**src/esdi_cable_pkg.sv**
```systemverilog
// ----------------------------------------------------------------------
// Cable-side types for the ESDI drive PHY
// Differential pair, receive and transmit pair bundles, data-rate enum
// ----------------------------------------------------------------------
`default_nettype none

package esdi_cable_pkg;

    // ------------------------------------------------------------------
    // One RS-422 style pair
    // ------------------------------------------------------------------
    typedef struct packed {
        logic p;                        // Positive line
        logic n;                        // Negative line
    } esdi_diff_pair_t;

    // Pairs arriving from the drive
    typedef struct packed {
        esdi_diff_pair_t read_data;     // NRZ read data
        esdi_diff_pair_t read_clk;      // Read reference clock
        esdi_diff_pair_t samk;          // Sector / address mark
        esdi_diff_pair_t index;         // Once per revolution
    } esdi_rx_pairs_t;

    // Pairs driven toward the drive
    typedef struct packed {
        esdi_diff_pair_t write_data;    // NRZ write data
        esdi_diff_pair_t write_clk;     // Write clock
    } esdi_tx_pairs_t;

    // ------------------------------------------------------------------
    // Data rate select indexing the period table
    // ------------------------------------------------------------------
    typedef enum logic [1:0] {
        RATE_10M = 2'd0,
        RATE_15M = 2'd1,
        RATE_20M = 2'd2,
        RATE_24M = 2'd3
    } esdi_rate_e;

endpackage

`default_nettype wire

```
**src/esdi_phy_pkg.sv**
```systemverilog
// ----------------------------------------------------------------------
// Read clock recovery definitions
// Timing constants, recovery state enum, recovered status struct
// ----------------------------------------------------------------------
`default_nettype none

package esdi_phy_pkg;

    // ------------------------------------------------------------------
    // Widths and depths
    // ------------------------------------------------------------------
    localparam int SYNC_STAGES = 3;     // Metastability chain
    localparam int PERIOD_W    = 8;     // Interval counter width

    // Windows and limits in system clocks
    localparam logic [PERIOD_W-1:0] LOCK_TOL     = 8'd5;   // While locking
    localparam logic [PERIOD_W-1:0] TRACK_TOL    = 8'd3;   // While locked
    localparam logic [PERIOD_W-1:0] HUNT_TIMEOUT = 8'd20;  // Past expected interval
    localparam logic [PERIOD_W-1:0] LOCK_STREAK  = 8'd8;   // Good intervals before lock
    localparam logic [PERIOD_W-1:0] RESET_PERIOD = 8'd40;

    // Expected interval per rate
    // Entry order follows esdi_rate_e encoding
    localparam logic [PERIOD_W-1:0] EXPECTED_PERIOD [4] = '{
        8'd40,                          // RATE_10M
        8'd27,                          // RATE_15M
        8'd20,                          // RATE_20M
        8'd17                           // RATE_24M
    };

    // ------------------------------------------------------------------
    // Recovery FSM
    // ------------------------------------------------------------------
    typedef enum logic [1:0] {
        CLK_HUNT    = 2'd0,             // Waiting for any edge
        CLK_LOCKING = 2'd1,             // Measuring intervals
        CLK_LOCKED  = 2'd2              // Tracking, strobing data
    } clk_rec_state_e;

    // Recovered status toward the decoder
    typedef struct packed {
        logic clock_locked;
        logic data_valid;               // One cycle at mid interval
    } esdi_status_t;

endpackage

`default_nettype wire
```
**src/esdi_clk_recovery.sv**
```systemverilog
// ----------------------------------------------------------------------
// Read reference clock recovery
// Hunt / locking / locked FSM and mid-interval data strobe
// ----------------------------------------------------------------------
`timescale 1ns/1ps
`default_nettype none

module esdi_clk_recovery (
    input  wire                        clk,
    input  wire                        reset,
    input  wire                        enable,
    input  wire esdi_cable_pkg::esdi_rate_e rate,
    input  wire                        ref_level,   // Synchronized read clock
    output esdi_phy_pkg::esdi_status_t status
);

    esdi_phy_pkg::clk_rec_state_e state;

    logic                              ref_prev;
    logic                              ref_edge;
    logic [esdi_phy_pkg::PERIOD_W-1:0] interval_cnt;  // Clocks since last edge
    logic [esdi_phy_pkg::PERIOD_W-1:0] period_rec;    // Last good interval
    logic [esdi_phy_pkg::PERIOD_W-1:0] sample_point;
    logic [esdi_phy_pkg::PERIOD_W-1:0] sample_cnt;
    logic [esdi_phy_pkg::PERIOD_W-1:0] streak;        // Good intervals in a row
    logic [esdi_phy_pkg::PERIOD_W-1:0] expected;
    logic                              in_lock_win;
    logic                              in_track_win;
    logic                              timed_out;

    // ------------------------------------------------------------------
    // Edge detect and interval windows
    // ------------------------------------------------------------------
    always_ff @(posedge clk) begin
        if (reset) begin
            ref_prev <= 1'b0;
        end else begin
            ref_prev <= ref_level;
        end
    end

    assign ref_edge = ref_level ^ ref_prev;      // Either polarity
    assign expected = esdi_phy_pkg::EXPECTED_PERIOD[rate];

    assign in_lock_win  = (interval_cnt >= expected - esdi_phy_pkg::LOCK_TOL) &&
                          (interval_cnt <= expected + esdi_phy_pkg::LOCK_TOL);
    assign in_track_win = (interval_cnt >= period_rec - esdi_phy_pkg::TRACK_TOL) &&
                          (interval_cnt <= period_rec + esdi_phy_pkg::TRACK_TOL);
    assign timed_out    = interval_cnt > expected + esdi_phy_pkg::HUNT_TIMEOUT;

    // ------------------------------------------------------------------
    // Recovery FSM
    // ------------------------------------------------------------------
    always_ff @(posedge clk) begin
        if (reset) begin
            state        <= esdi_phy_pkg::CLK_HUNT;
            interval_cnt <= '0;
            period_rec   <= esdi_phy_pkg::RESET_PERIOD;
            sample_point <= esdi_phy_pkg::RESET_PERIOD >> 1;
            sample_cnt   <= '0;
            streak       <= '0;
            status       <= '0;
        end else if (!enable) begin
            state  <= esdi_phy_pkg::CLK_HUNT;   // Start over on re-enable
            streak <= '0;
            status <= '0;
        end else begin
            case (state)
                esdi_phy_pkg::CLK_HUNT: begin
                    status <= '0;
                    streak <= '0;
                    if (ref_edge) begin
                        interval_cnt <= 8'd1;
                        sample_cnt   <= '0;
                        state        <= esdi_phy_pkg::CLK_LOCKING;
                    end
                end

                esdi_phy_pkg::CLK_LOCKING: begin
                    status.data_valid <= 1'b0;
                    interval_cnt      <= interval_cnt + 8'd1;
                    if (ref_edge) begin
                        interval_cnt <= 8'd1;
                        sample_cnt   <= '0;
                        if (in_lock_win) begin
                            streak       <= streak + 8'd1;
                            period_rec   <= interval_cnt;
                            sample_point <= interval_cnt >> 1;   // Mid interval
                            if (streak >= esdi_phy_pkg::LOCK_STREAK) begin
                                state               <= esdi_phy_pkg::CLK_LOCKED;
                                status.clock_locked <= 1'b1;
                                streak              <= '0;
                            end
                        end else begin
                            streak <= '0;                       // Bad interval
                        end
                    end else if (timed_out) begin
                        state  <= esdi_phy_pkg::CLK_HUNT;      // Clock went quiet
                        streak <= '0;
                    end
                end

                esdi_phy_pkg::CLK_LOCKED: begin
                    interval_cnt      <= interval_cnt + 8'd1;
                    sample_cnt        <= sample_cnt + 8'd1;
                    status.data_valid <= (sample_cnt == sample_point);
                    if (ref_edge) begin
                        interval_cnt <= 8'd1;                  // Re-sync
                        sample_cnt   <= '0;
                        if (!in_track_win) begin
                            state  <= esdi_phy_pkg::CLK_HUNT;  // Drifted out
                            status <= '0;
                        end
                    end else if (timed_out) begin
                        state  <= esdi_phy_pkg::CLK_HUNT;
                        status <= '0;
                    end
                end

                default: begin
                    state  <= esdi_phy_pkg::CLK_HUNT;
                    status <= '0;
                end
            endcase
        end
    end

endmodule

`default_nettype wire

```
**src/esdi_diff_rx.sv**
```systemverilog
// ----------------------------------------------------------------------
// Differential line receiver
// Pair to bit, synchronizer, level registers, rising-edge pulse
// ----------------------------------------------------------------------
`timescale 1ns/1ps
`default_nettype none

module esdi_diff_rx (
    input  wire                            clk,
    input  wire                            reset,
    input  wire                            enable,
    input  wire esdi_cable_pkg::esdi_diff_pair_t pair,
    output logic                           level_early,  // Level one stage ahead
    output logic                           level,
    output logic                           pulse         // High one cycle on rise
);

    logic [esdi_phy_pkg::SYNC_STAGES-1:0] sync;
    logic                                 diff_bit;

    // Only a clean P high / N low counts as a one
    assign diff_bit = pair.p & ~pair.n;

    always_ff @(posedge clk) begin
        if (reset) begin
            sync        <= '0;
            level_early <= 1'b0;
            level       <= 1'b0;
            pulse       <= 1'b0;
        end else if (enable) begin
            sync        <= {sync[esdi_phy_pkg::SYNC_STAGES-2:0], diff_bit};
            level_early <= sync[esdi_phy_pkg::SYNC_STAGES-1];
            level       <= level_early;
            // Rise already in level_early but not yet in level
            pulse       <= level_early & ~level;
        end else begin
            // Sync chain frozen while disabled
            level <= 1'b0;
            pulse <= 1'b0;
        end
    end

endmodule

`default_nettype wire

```
**src/esdi_diff_tx.sv**
```systemverilog
// ----------------------------------------------------------------------
// Write data and write clock pair drivers
// ----------------------------------------------------------------------
`timescale 1ns/1ps
`default_nettype none

module esdi_diff_tx (
    input  wire                            clk,
    input  wire                            reset,
    input  wire                            phy_enable,
    input  wire                            write_enable,
    input  wire                            write_data_in,
    input  wire                            write_clk_in,
    output esdi_cable_pkg::esdi_tx_pairs_t tx
);

    logic data_q;
    logic clk_q;
    logic drive_en;                     // PHY enable delayed one cycle
    logic drive;

    always_ff @(posedge clk) begin
        if (reset || !phy_enable || !write_enable) begin
            data_q <= 1'b0;
            clk_q  <= 1'b0;
        end else begin
            data_q <= write_data_in;
            clk_q  <= write_clk_in;
        end
    end

    always_ff @(posedge clk) begin
        if (reset) begin
            drive_en <= 1'b0;
        end else begin
            drive_en <= phy_enable;
        end
    end

    // Both lines idle low when not driving
    assign drive = write_enable & drive_en;

    assign tx.write_data.p = drive &  data_q;
    assign tx.write_data.n = drive & ~data_q;
    assign tx.write_clk.p  = drive &  clk_q;
    assign tx.write_clk.n  = drive & ~clk_q;

endmodule

`default_nettype wire

```
**src/esdi_phy.sv**
```systemverilog
// ----------------------------------------------------------------------
// ESDI drive-side PHY top
// Four pair receivers, read clock recovery, write pair drivers
// ----------------------------------------------------------------------
`timescale 1ns/1ps
`default_nettype none

module esdi_phy (
    input  wire                            clk,
    input  wire                            reset,
    input  wire                            phy_enable,
    input  wire                            write_enable,
    input  wire esdi_cable_pkg::esdi_rate_e     data_rate,
    input  wire esdi_cable_pkg::esdi_rx_pairs_t rx,       // From cable
    input  wire                            write_data_in,  // From encoder
    input  wire                            write_clk_in,
    output esdi_cable_pkg::esdi_tx_pairs_t tx,             // To cable
    output logic                           read_data,
    output logic                           read_clk,
    output logic                           samk_pulse,
    output logic                           index_pulse,
    output esdi_phy_pkg::esdi_status_t     status
);

    logic clk_level_early;              // Feeds recovery one stage early

    // ------------------------------------------------------------------
    // Receivers
    // ------------------------------------------------------------------
    esdi_diff_rx u_rx_data (
        .clk         (clk),
        .reset       (reset),
        .enable      (phy_enable),
        .pair        (rx.read_data),
        .level_early (),
        .level       (read_data),
        .pulse       ()
    );

    esdi_diff_rx u_rx_clk (
        .clk         (clk),
        .reset       (reset),
        .enable      (phy_enable),
        .pair        (rx.read_clk),
        .level_early (clk_level_early),
        .level       (read_clk),
        .pulse       ()
    );

    esdi_diff_rx u_rx_samk (
        .clk         (clk),
        .reset       (reset),
        .enable      (phy_enable),
        .pair        (rx.samk),
        .level_early (),
        .level       (),
        .pulse       (samk_pulse)
    );

    esdi_diff_rx u_rx_index (
        .clk         (clk),
        .reset       (reset),
        .enable      (phy_enable),
        .pair        (rx.index),
        .level_early (),
        .level       (),
        .pulse       (index_pulse)
    );

    // ------------------------------------------------------------------
    // Clock recovery and transmitter
    // ------------------------------------------------------------------
    esdi_clk_recovery u_clk_recovery (
        .clk       (clk),
        .reset     (reset),
        .enable    (phy_enable),
        .rate      (data_rate),
        .ref_level (clk_level_early),
        .status    (status)
    );

    esdi_diff_tx u_tx (
        .clk           (clk),
        .reset         (reset),
        .phy_enable    (phy_enable),
        .write_enable  (write_enable),
        .write_data_in (write_data_in),
        .write_clk_in  (write_clk_in),
        .tx            (tx)
    );

endmodule

`default_nettype wire

```
**config.mk**
```make
export PLATFORM = sky130hd
export DESIGN_NAME = esdi_phy
export DESIGN_NICKNAME = d
export VERILOG_FILES = /design/src/esdi_cable_pkg.sv /design/src/esdi_phy_pkg.sv /design/src/esdi_clk_recovery.sv /design/src/esdi_diff_rx.sv /design/src/esdi_diff_tx.sv /design/src/esdi_phy.sv
export SDC_FILE = /design/constraint.sdc
export NUM_CORES = 1
export LEC_CHECK = 0
export BUFFER_PORTS_ARGS = -buffer_cell sky130_fd_sc_hd__buf_2
export CAP_MARGIN = 10
export CORE_MARGIN = 10
export CORE_UTILIZATION = 50
export DETAILED_ROUTE_END_ITERATION = 7
export PLACE_DENSITY = 0.74
export SYNTH_ARGS = -nofsm -noshare
export SYNTH_HDL_FRONTEND = slang
export SYNTH_SLANG_ARGS = --single-unit
```
**constraint.sdc**
```tcl
create_clock -name clk -period 4.75 [get_ports clk]
set_clock_uncertainty 0.2 [all_clocks]
set_input_delay 0 -clock clk [delete_from_list [all_inputs] [get_ports clk]]
set_output_delay 0 -clock clk [all_outputs]
set_load 0.05 [all_outputs]
```
======== Yosys cells after proc, flatten, opt, wreduce, memory -nomap -nowiden ========
Index checks and enable logic that the tools add are counted.
word-level totals
  logic and storage cells ................. 124
  output and inout bits ................... 10
  flip-flop bits (word level) ............. 69
  bits of input ports ..................... 16
operators by class
  equal/unequal tests ..................... 13
  reduce and logical (&&, ||, !) cells .... 19
  $lt $le $gt $ge ......................... 7
  bitwise operators ....................... 22
  mux-type cells .......................... 29
  add/subtract/negate cells ............... 8
operator list
  kind                   count
  $mux W8                10
  $pmux W8 S2            3
  $add A8 B1 Y8 const B  3
  $mux W2                10
  $bmux W8 S2            1
  $ge A8 B8 Y1           2
  $le A8 B8 Y1           2
  $and A1 B1 Y1          11
  $ne A2 B1 Y1 const B   5
  $ne A3 B3 Y1 const B   3
  $not A1 Y1             9
  $add A8 B2 Y8 const B  1
  $add A8 B3 Y8 const B  1
  $add A8 B5 Y8 const B  1
  $eq A8 B7 Y1           1
  $ge A8 B4 Y1 const B   1
  $gt A8 B8 Y1           1
  $reduce_and A4 Y1      2
  $sub A8 B2 Y8 const B  1
  $sub A8 B3 Y8 const B  1
  $ne A3 B1 Y1 const B   2
  $pmux W2 S3            1
  $reduce_and A3 Y1      2
  $reduce_bool A2 Y1     3
  14 further kinds       21

======== Longest topological paths before layout ========
Gate-level depths: netlist of run 1.
  depth in word-level cells ............... 10
  depth in mapped cells ................... 13
  mapped depth without buffers ............ 13

======== Hierarchy ========
A second synthesis of run 1 with hierarchy kept.
second synthesis, totals
  cell total of the unflattened synthesis .. 419
  area total of the unflattened synthesis .. 3,931.3 um^2
by module, submodules not included
  module             sequential area each (um^2)  cells each  times used  area each (um^2)
  esdi_clk_recovery  740.7                        333         1           2,929.1
  esdi_diff_rx       120.1                        19          4           220.2
  esdi_diff_tx       60.1                         10          1           121.4

======== Worst setup path before layout of run 1 ========
OpenSTA, ideal clock, no wires.
  path kind ............................... register to output
  start ................................... register u_tx.drive_en
  end ..................................... output tx[0] (netlist bit)
  stages on the path, launching flop included .. 3
  arrival time ............................ 1,017 ps
  path buffers ............................ 0
  required time ........................... 4,550 ps
  path slack .............................. 3,533 ps
  cell sequence ........................... dfxtp_1 > nand2_1 > nor2_1
RTL lines
  item                      RTL line            text
  start: declaration        esdi_diff_tx.sv:19  logic drive_en;
  start signal: assignment  esdi_diff_tx.sv:36  drive_en <= phy_enable;
  end: declaration          esdi_phy.sv:17      output esdi_cable_pkg::esdi_tx_pairs_t tx,

==> summary.txt, run 1 <==
Outcome
  – Status: finished clean

Worst setup path
  – Crit path arrival time: 3.28 ns
  – Worst Setup Path Type: register to register
  – Critical path's slowest cell: or4_1
  – Worst path max stage delay: 0.58 ns
  – CP startpoint kind: register
  – R2r setup slk: 1.52 ns
  – Crit-path most repeated cell: nand2_1
  – Critical R2R Launch: u_clk_recovery.period_rec[2]
  – CP Max Fanout: 12
  – Worst r2r path cells: 11
  – CP endpoint: u_clk_recovery.state[0]
  – CP required: ~4.8 ns
  – Worst-path cell chain: or4_1, a211oi_1, xnor2_1, ha_1, nand2_1, o21ai_0, a31oi_1, a2111oi_2, nand2_1, and2_4, a211oi_2
  – Endpoint class of the critical path: register
  – Crit path from: u_clk_recovery.period_rec[2]
  – RR Endpoint: u_clk_recovery.state[0]

Place
  – Final Wtd Congestion: 0.910
  – Detailed-placement wirelength estimate: around 6 mm
  – Port-buffer cells: 25

Floorplanning
  – Chip Height: 109 µm
  – Starting Density: 0.510
  – Die ar.: 11,800 µm²
  – Core Rows: 32
  – Die width: 109 µm
  – # IOs: 26
  – Area of the core: 7690 µm²

Logic synthesis
  – Unique masters post-synth: 60
  – Post-synthesis sequential area ratio: 0.316
  – Multiplexer share of the synthesized area: 0.0539
  – Main combinational cell family by area after synthesis: simple AND/OR/NAND/NOR gates
  – Post-synth top flop: dfxtp_1
  – Syn Inst Count: 444
  – Flops & latches, synth: 62
  – Simple-gate share of the synthesized area: 0.214
  – Synth Area in Compound Gates: 0.134
  – Asr flop ratio synth: 0
  – XOR/XNOR Fraction of Synth Area: 0.0797
  – Synthesized cell area: 3920 µm²
  – Adder-Cell Fraction of Synth Area: 0.163
  – Average size of a mapped cell: approximately 8.8 µm²
  – Number of flops mapped to enable cells by yosys: 0
  – Syn. warnings: 0

Global routing
  – GRT Resource Usage Total: 0.145
  – First-pass GRT wire length: 14.3 mm
  – Initial antenna violation count: 0
  – Number of global-route vias before repair: 3,187
  – Largest net degree at the start of global routing: 31
  – Grt total ovfl: 0

STA
  – Slew margin rel.: 0.542
  – Slew @ Worst Pin: approximately 0.69 ns
  – Final Max Slew Viols: 0
  – Max Clock Freq: between 300 and 400 MHz
  – Hold Slack: 0.0902 ns
  – Final Hold Viols: 0
  – Fin crit share: 0.680
  – Setup-failing EPs final: 0
  – Setup TNS: 0 ns
  – Final worst path period need: between 3 and 4 ns
  – RSZ-0062 raised after global routing: false

CTS
  – Setup Buffers After CTS: 0
  – CTS sink cnt: 62
  – Post_cts resized: 0
  – CTS tree: built
  – CTS hold repair buffers: 17
  – CTS root buf: clkbuf_8
  – Clock transition at the registers of the reported paths: 0.07 ns
  – Clock latency on the worst-skew pair: between 0.3 and 0.4 ns
  – Clock Path Buffers: 2
  – TritonCTS Buffers: 9
  – Htree depth: 3

Cells and area
  – Most frequent cells in the layout: dfxtp_1 (62), nor2_1 (57), ha_1 (51)
  – Fin nets: 549
  – Synth-to-layout area growth: 14.4%
  – Commonest non-fill, non-tap cell in the layout: dfxtp_1
  – ANT cells: 0
  – Layout cells sized above 1: 0.121

Drt
  – Via density: 5.36
  – 1st-iter DRT viols: ~190
  – DRC: 0
  – DR vias: around 3,200
  – Detailed Routing Iterations Pass 1: 4
  – WL/cell: 13.9 µm
  – Detailed Route WL: 8.17 mm
  – Detail Route Antenna Nets: 0

Worst hold path
  – Hold depth: 2
  – Worst hold path class: input port to register

Pwr
  – Power per Cell Area: about 240 nW/µm²
  – Leak pwr: 1.92 nW
  – VDD IR max: around 0.00018 V

Flow run
  – Max-cap viol count: 0
==> power breakdown <==
group	switching [mW]	leakage (nW)	internal, mW
sequential	0.00198	0.500	0.523
combinational	0.0412	1.32	0.0303
clock	0.221	0.0940	0.248
total	0.264	1.92	0.801
==> synthesized netlist by cell type, types with 3 or more instances <==
library cell | number | area share
nand2_1 | 26 | 0.025
and3_1 | 6 | 0.0096
and2_1 | 6 | 0.0096
a31oi_1 | 8 | 0.013
xnor2_1 | 18 | 0.040
clkbuf_1 | 9 | 0.0086
a211oi_1 | 5 | 0.0096
a21o_1 | 4 | 0.0077
o21ai_0 | 14 | 0.018
nor3_2 | 3 | 0.0077
buf_1 | 4 | 0.0038
nand3b_1 | 4 | 0.0077
nor2b_1 | 11 | 0.018
nand4_1 | 9 | 0.014
mux2i_1 | 20 | 0.051
a21oi_1 | 23 | 0.029
inv_1 | 21 | 0.020
dfxtp_1 | 62 | 0.32
nor3_1 | 9 | 0.011
nand2b_1 | 7 | 0.011
ha_1 | 51 | 0.16
xor2_1 | 14 | 0.031
nand3_1 | 10 | 0.013
nor2_1 | 57 | 0.055
==> through the flow <==
step / worst slack (ns) / power, mW / instances / cell area [µm²] / util
floorplan: 1.72 / 0.582 / 445 / 3930 / -
CTS: 1.50 / 1.07 / 589 / 4490 / 0.584
global route: 1.22 / 1.11 / 589 / 4490 / 0.584
global placement: 1.61 / 0.597 / 556 / 4110 / 0.535
detailed placement: 1.54 / 0.599 / 556 / 4110 / 0.535
finish: 1.52 / 1.07 / 589 / 4490 / 0.584
==> registers in the layout, indices dropped and copies added, names as in the netlist, 2 cells and up <==
name,cells
u_clk_recovery.period_rec,8
u_rx_samk.sync,3
u_clk_recovery.status,2
u_clk_recovery.sample_cnt,8
u_rx_data.sync,3
u_rx_index.sync,3
u_rx_clk.sync,3
u_clk_recovery.streak,8
u_clk_recovery.interval_cnt,8
u_clk_recovery.state,2
==> logic make-up after synthesis <==
family | Yosys count
AOI/OAI and AO/OA | 76
xor gates and xnor gates | 34
adders and majority gates | 51
buffers and inverters | 38
DFF | 62
muxes | 21
other | 1
and+or+nand+nor | 161
==> per-layer routing <==
layer  GRT usage  vias up  part of all wire
li1            -     1624                 -
met1       0.177     1487              0.47
met2       0.247       35              0.49
met3      0.0369       12             0.029
met4      0.0405        0             0.012
met5           0        -                 0
==> layout make-up <==
class | count | area [µm²]
fill | 659 | 3200
clock inverter | 7 | 81.3
tap | 102 | 128
multi-input combinational | 345 | 2540
clock buffer | 9 | 124
sequential | 62 | 1240
timing repair buffer | 42 | 295
inverter | 22 | 82.6
==> worst min path at each step <==
stage | from | end | slack [ns]
floorplan | reset | u_clk_recovery.ref_prev | -0.12
global placement | write_data_in | u_tx.data_q | 0.04
detailed placement | write_data_in | u_tx.data_q | 0.04
CTS | phy_enable | u_rx_clk.level | 0.07
global route | phy_enable | u_rx_clk.level | 0.1
finish | phy_enable | u_rx_clk.level | 0.09
==> critical path, delay by kind of cell, from the launching register on <==
family | cells | cell delay [ns]
compound gates | 5 | 1.12
xor+xnor | 1 | 0.10
fa+ha+maj | 1 | 0.29
flops | 1 | 0.44
simple gates | 4 | 1.00
(Power assumes the default switching activity.)
==> run 2, diff against run 1 <==
--- a/config.mk
+++ b/config.mk
@@ -10,7 +10,7 @@
 export CORE_MARGIN = 10
 export CORE_UTILIZATION = 50
 export DETAILED_ROUTE_END_ITERATION = 7
-export PLACE_DENSITY = 0.74
+export PLACE_DENSITY = 0.76
 export SYNTH_ARGS = -nofsm -noshare
 export SYNTH_HDL_FRONTEND = slang
 export SYNTH_SLANG_ARGS = --single-unit
==> constraint.sdc (replaced) <==
create_clock -name clk -period 2.64 [get_ports clk]
set_clock_uncertainty 0.2 [all_clocks]
set_input_delay 0 -clock clk [delete_from_list [all_inputs] [get_ports clk]]
set_output_delay 0 -clock clk [all_outputs]
set_load 0.05 [all_outputs]
==> summary.txt, run 2 (synthesis gave the netlist of run 1 again) <==
Pwr
  – VDD IR max: 0.000347 V
  – Leak pwr: 2.20 nW
  – Power per Cell Area: 417 nW/µm²

Drt
  – 1st-iter DRT viols: roughly 220
  – WL/cell: approximately 15 µm
  – Detailed Route WL: 9.83 mm
  – Via density: around 5.4
  – Detailed Routing Iterations Pass 1: 5
  – DRC: 0
  – Detail Route Antenna Nets: 0
  – DR vias: 3,466

CTS
  – Htree depth: 3
  – Clock transition at the registers of the reported paths: 0.08 ns
  – Clock latency on the worst-skew pair: between 0.3 and 0.4 ns
  – CTS root buf: clkbuf_8
  – CTS tree: built
  – CTS sink cnt: between 60 and 70
  – TritonCTS Buffers: 9
  – Clock Path Buffers: 2

Place
  – Port-buffer cells: 25
  – Dpl cell area: 4470 µm²
  – Final Wtd Congestion: 0.906
  – Pre-CTS setup slack: -0.267 ns
  – Detailed-placement wirelength estimate: 6.83 mm

Outcome
  – Status: finished with violations
  – Violated checks: negative setup slack

STA
  – Fin crit share: 1.06
  – Final Max Slew Viols: 0
  – Setup TNS: -0.608 ns
  – Max Clock Freq: roughly 360 MHz
  – Slew @ Worst Pin: a little under 0.6 ns
  – Setup-failing EPs final: 4
  – RSZ-0062 raised after global routing: true
  – Slew margin rel.: 0.616
  – Final Hold Viols: 0
  – Final worst path period need: ~2.8 ns
  – Post-route worst setup slack: -0.170 ns

Global routing
  – GRT Resource Usage Total: 0.167
  – Number of global-route vias before repair: about 3,400
  – First-pass GRT wire length: ~16 mm
  – Largest net degree at the start of global routing: 31
  – Grt total ovfl: 0
  – Initial antenna violation count: 0

Worst setup path
  – CP startpoint kind: register
  – CP Max Fanout: 6
  – CP bufs+invs: 0
  – CP required: 2.70 ns
  – R2r setup slk: -0.17 ns
  – CP delay by family, top: simple AND/OR/NAND/NOR gates
  – Worst-path cell chain: or4_4, a211oi_2, xnor2_1, ha_1, nand2_1, nor2_1, a31oi_1, a2111oi_2, nand2_1, and2_4, a211oi_2
  – Worst Setup Path Type: register to register
  – Worst r2r path cells: 11
  – Worst path max stage delay: 0.54 ns
  – Critical R2R Launch: u_clk_recovery.period_rec[2]
  – Endpoint class of the critical path: register
  – Crit path arrival time: between 2 and 3 ns
  – RR Endpoint: u_clk_recovery.state[0]
  – Critical path's slowest cell: or4_4

Floorplanning
  – Starting Density: 0.510
  – # IOs: 26
  – Area of the core: 7690 µm²
  – Chip Height: 109 µm
  – Die ar.: around 12,000 µm²
  – Die width: 109 µm
  – Core Rows: 32

Worst hold path
  – Worst hold path class: register to register
  – End of the worst hold path: u_rx_samk.pulse
  – Hold depth: 1
  – Hold path start: u_rx_samk.level

Flow run
  – Max-cap viol count: 0

Cells and area
  – Synth-to-layout area growth: 26.0%
  – ANT cells: 0
  – Most frequent cells in the layout: dfxtp_1 (58), nor2_1 (55), ha_1 (51)
  – Design area: 4940 µm²
  – Commonest non-fill, non-tap cell in the layout: dfxtp_1
  – Fin nets: about 600
  – Layout cells sized above 1: 0.219
-- run 2: timing repair --
| action | 4_1_cts | 5_1_grt |
|---|---|---|
| endpoints found under the hold margin | 29 | 0 |
| pin swaps | 4 | 3 |
| endpoints found under the setup margin | 4 | 16 |
| setup buffers | 0 | 2 |
| resized for setup | 1 | 8 |
| hold buffers | 20 | 0 |
| cloned | 0 | 1 |
-- run 2: how the worst max path moves through the flow --
stage | start | to | cells after the start
finish | u_clk_recovery.period_rec[2] | u_clk_recovery.state[0] | 11
global route | u_clk_recovery.period_rec[2] | u_clk_recovery.state[0] | 11
CTS | u_clk_recovery.period_rec[2] | u_clk_recovery.state[0] | 11
detailed placement | data_rate[0] | u_clk_recovery.streak[6] | 14
global placement | u_clk_recovery.period_rec[0] | u_clk_recovery.state[0] | 12
floorplan | u_clk_recovery.period_rec[5] | u_clk_recovery.state[0] | 12
-- run 2: power by group --
part | switching, mW | internal, mW
clock | 0.415 | 0.546
combinational | 0.0829 | 0.0715
sequential | 0.00339 | 0.940
total | 0.501 | 1.56
-- run 2: stage by stage --
| step | util | power, mW | hold slack (ns) | instances |
|---|---|---|---|---|
| after floorplan | - | 1.05 | -0.121 | 445 |
| after global placement | 0.581 | 1.09 | 0.0356 | 602 |
| after detailed placement | 0.581 | 1.10 | 0.0350 | 602 |
| after CTS | 0.637 | 2.06 | 0.192 | 638 |
| after global routing | 0.643 | 2.13 | 0.204 | 641 |
| final | 0.643 | 2.06 | 0.186 | 641 |
-- run 2: final cells by class --
type	count	area, µm²
fillers	622	2750
clock buffers	9	124
flip-flops and latches	62	1250
well taps	102	128
multi-input cells	346	2570
clock inverters	7	104
inverters	22	82.6
repair buffers	93	686
-- run 2: routing by layer --
metal / track usage / wire (µm) / vias to the layer above
met5: 0 / 0 / -
met4: 0.0659 / 270 / 0
met3: 0.0375 / 495 / 30
met2: 0.299 / 4960 / 83
met1: 0.188 / 4100 / 1625
li1: - / - / 1728
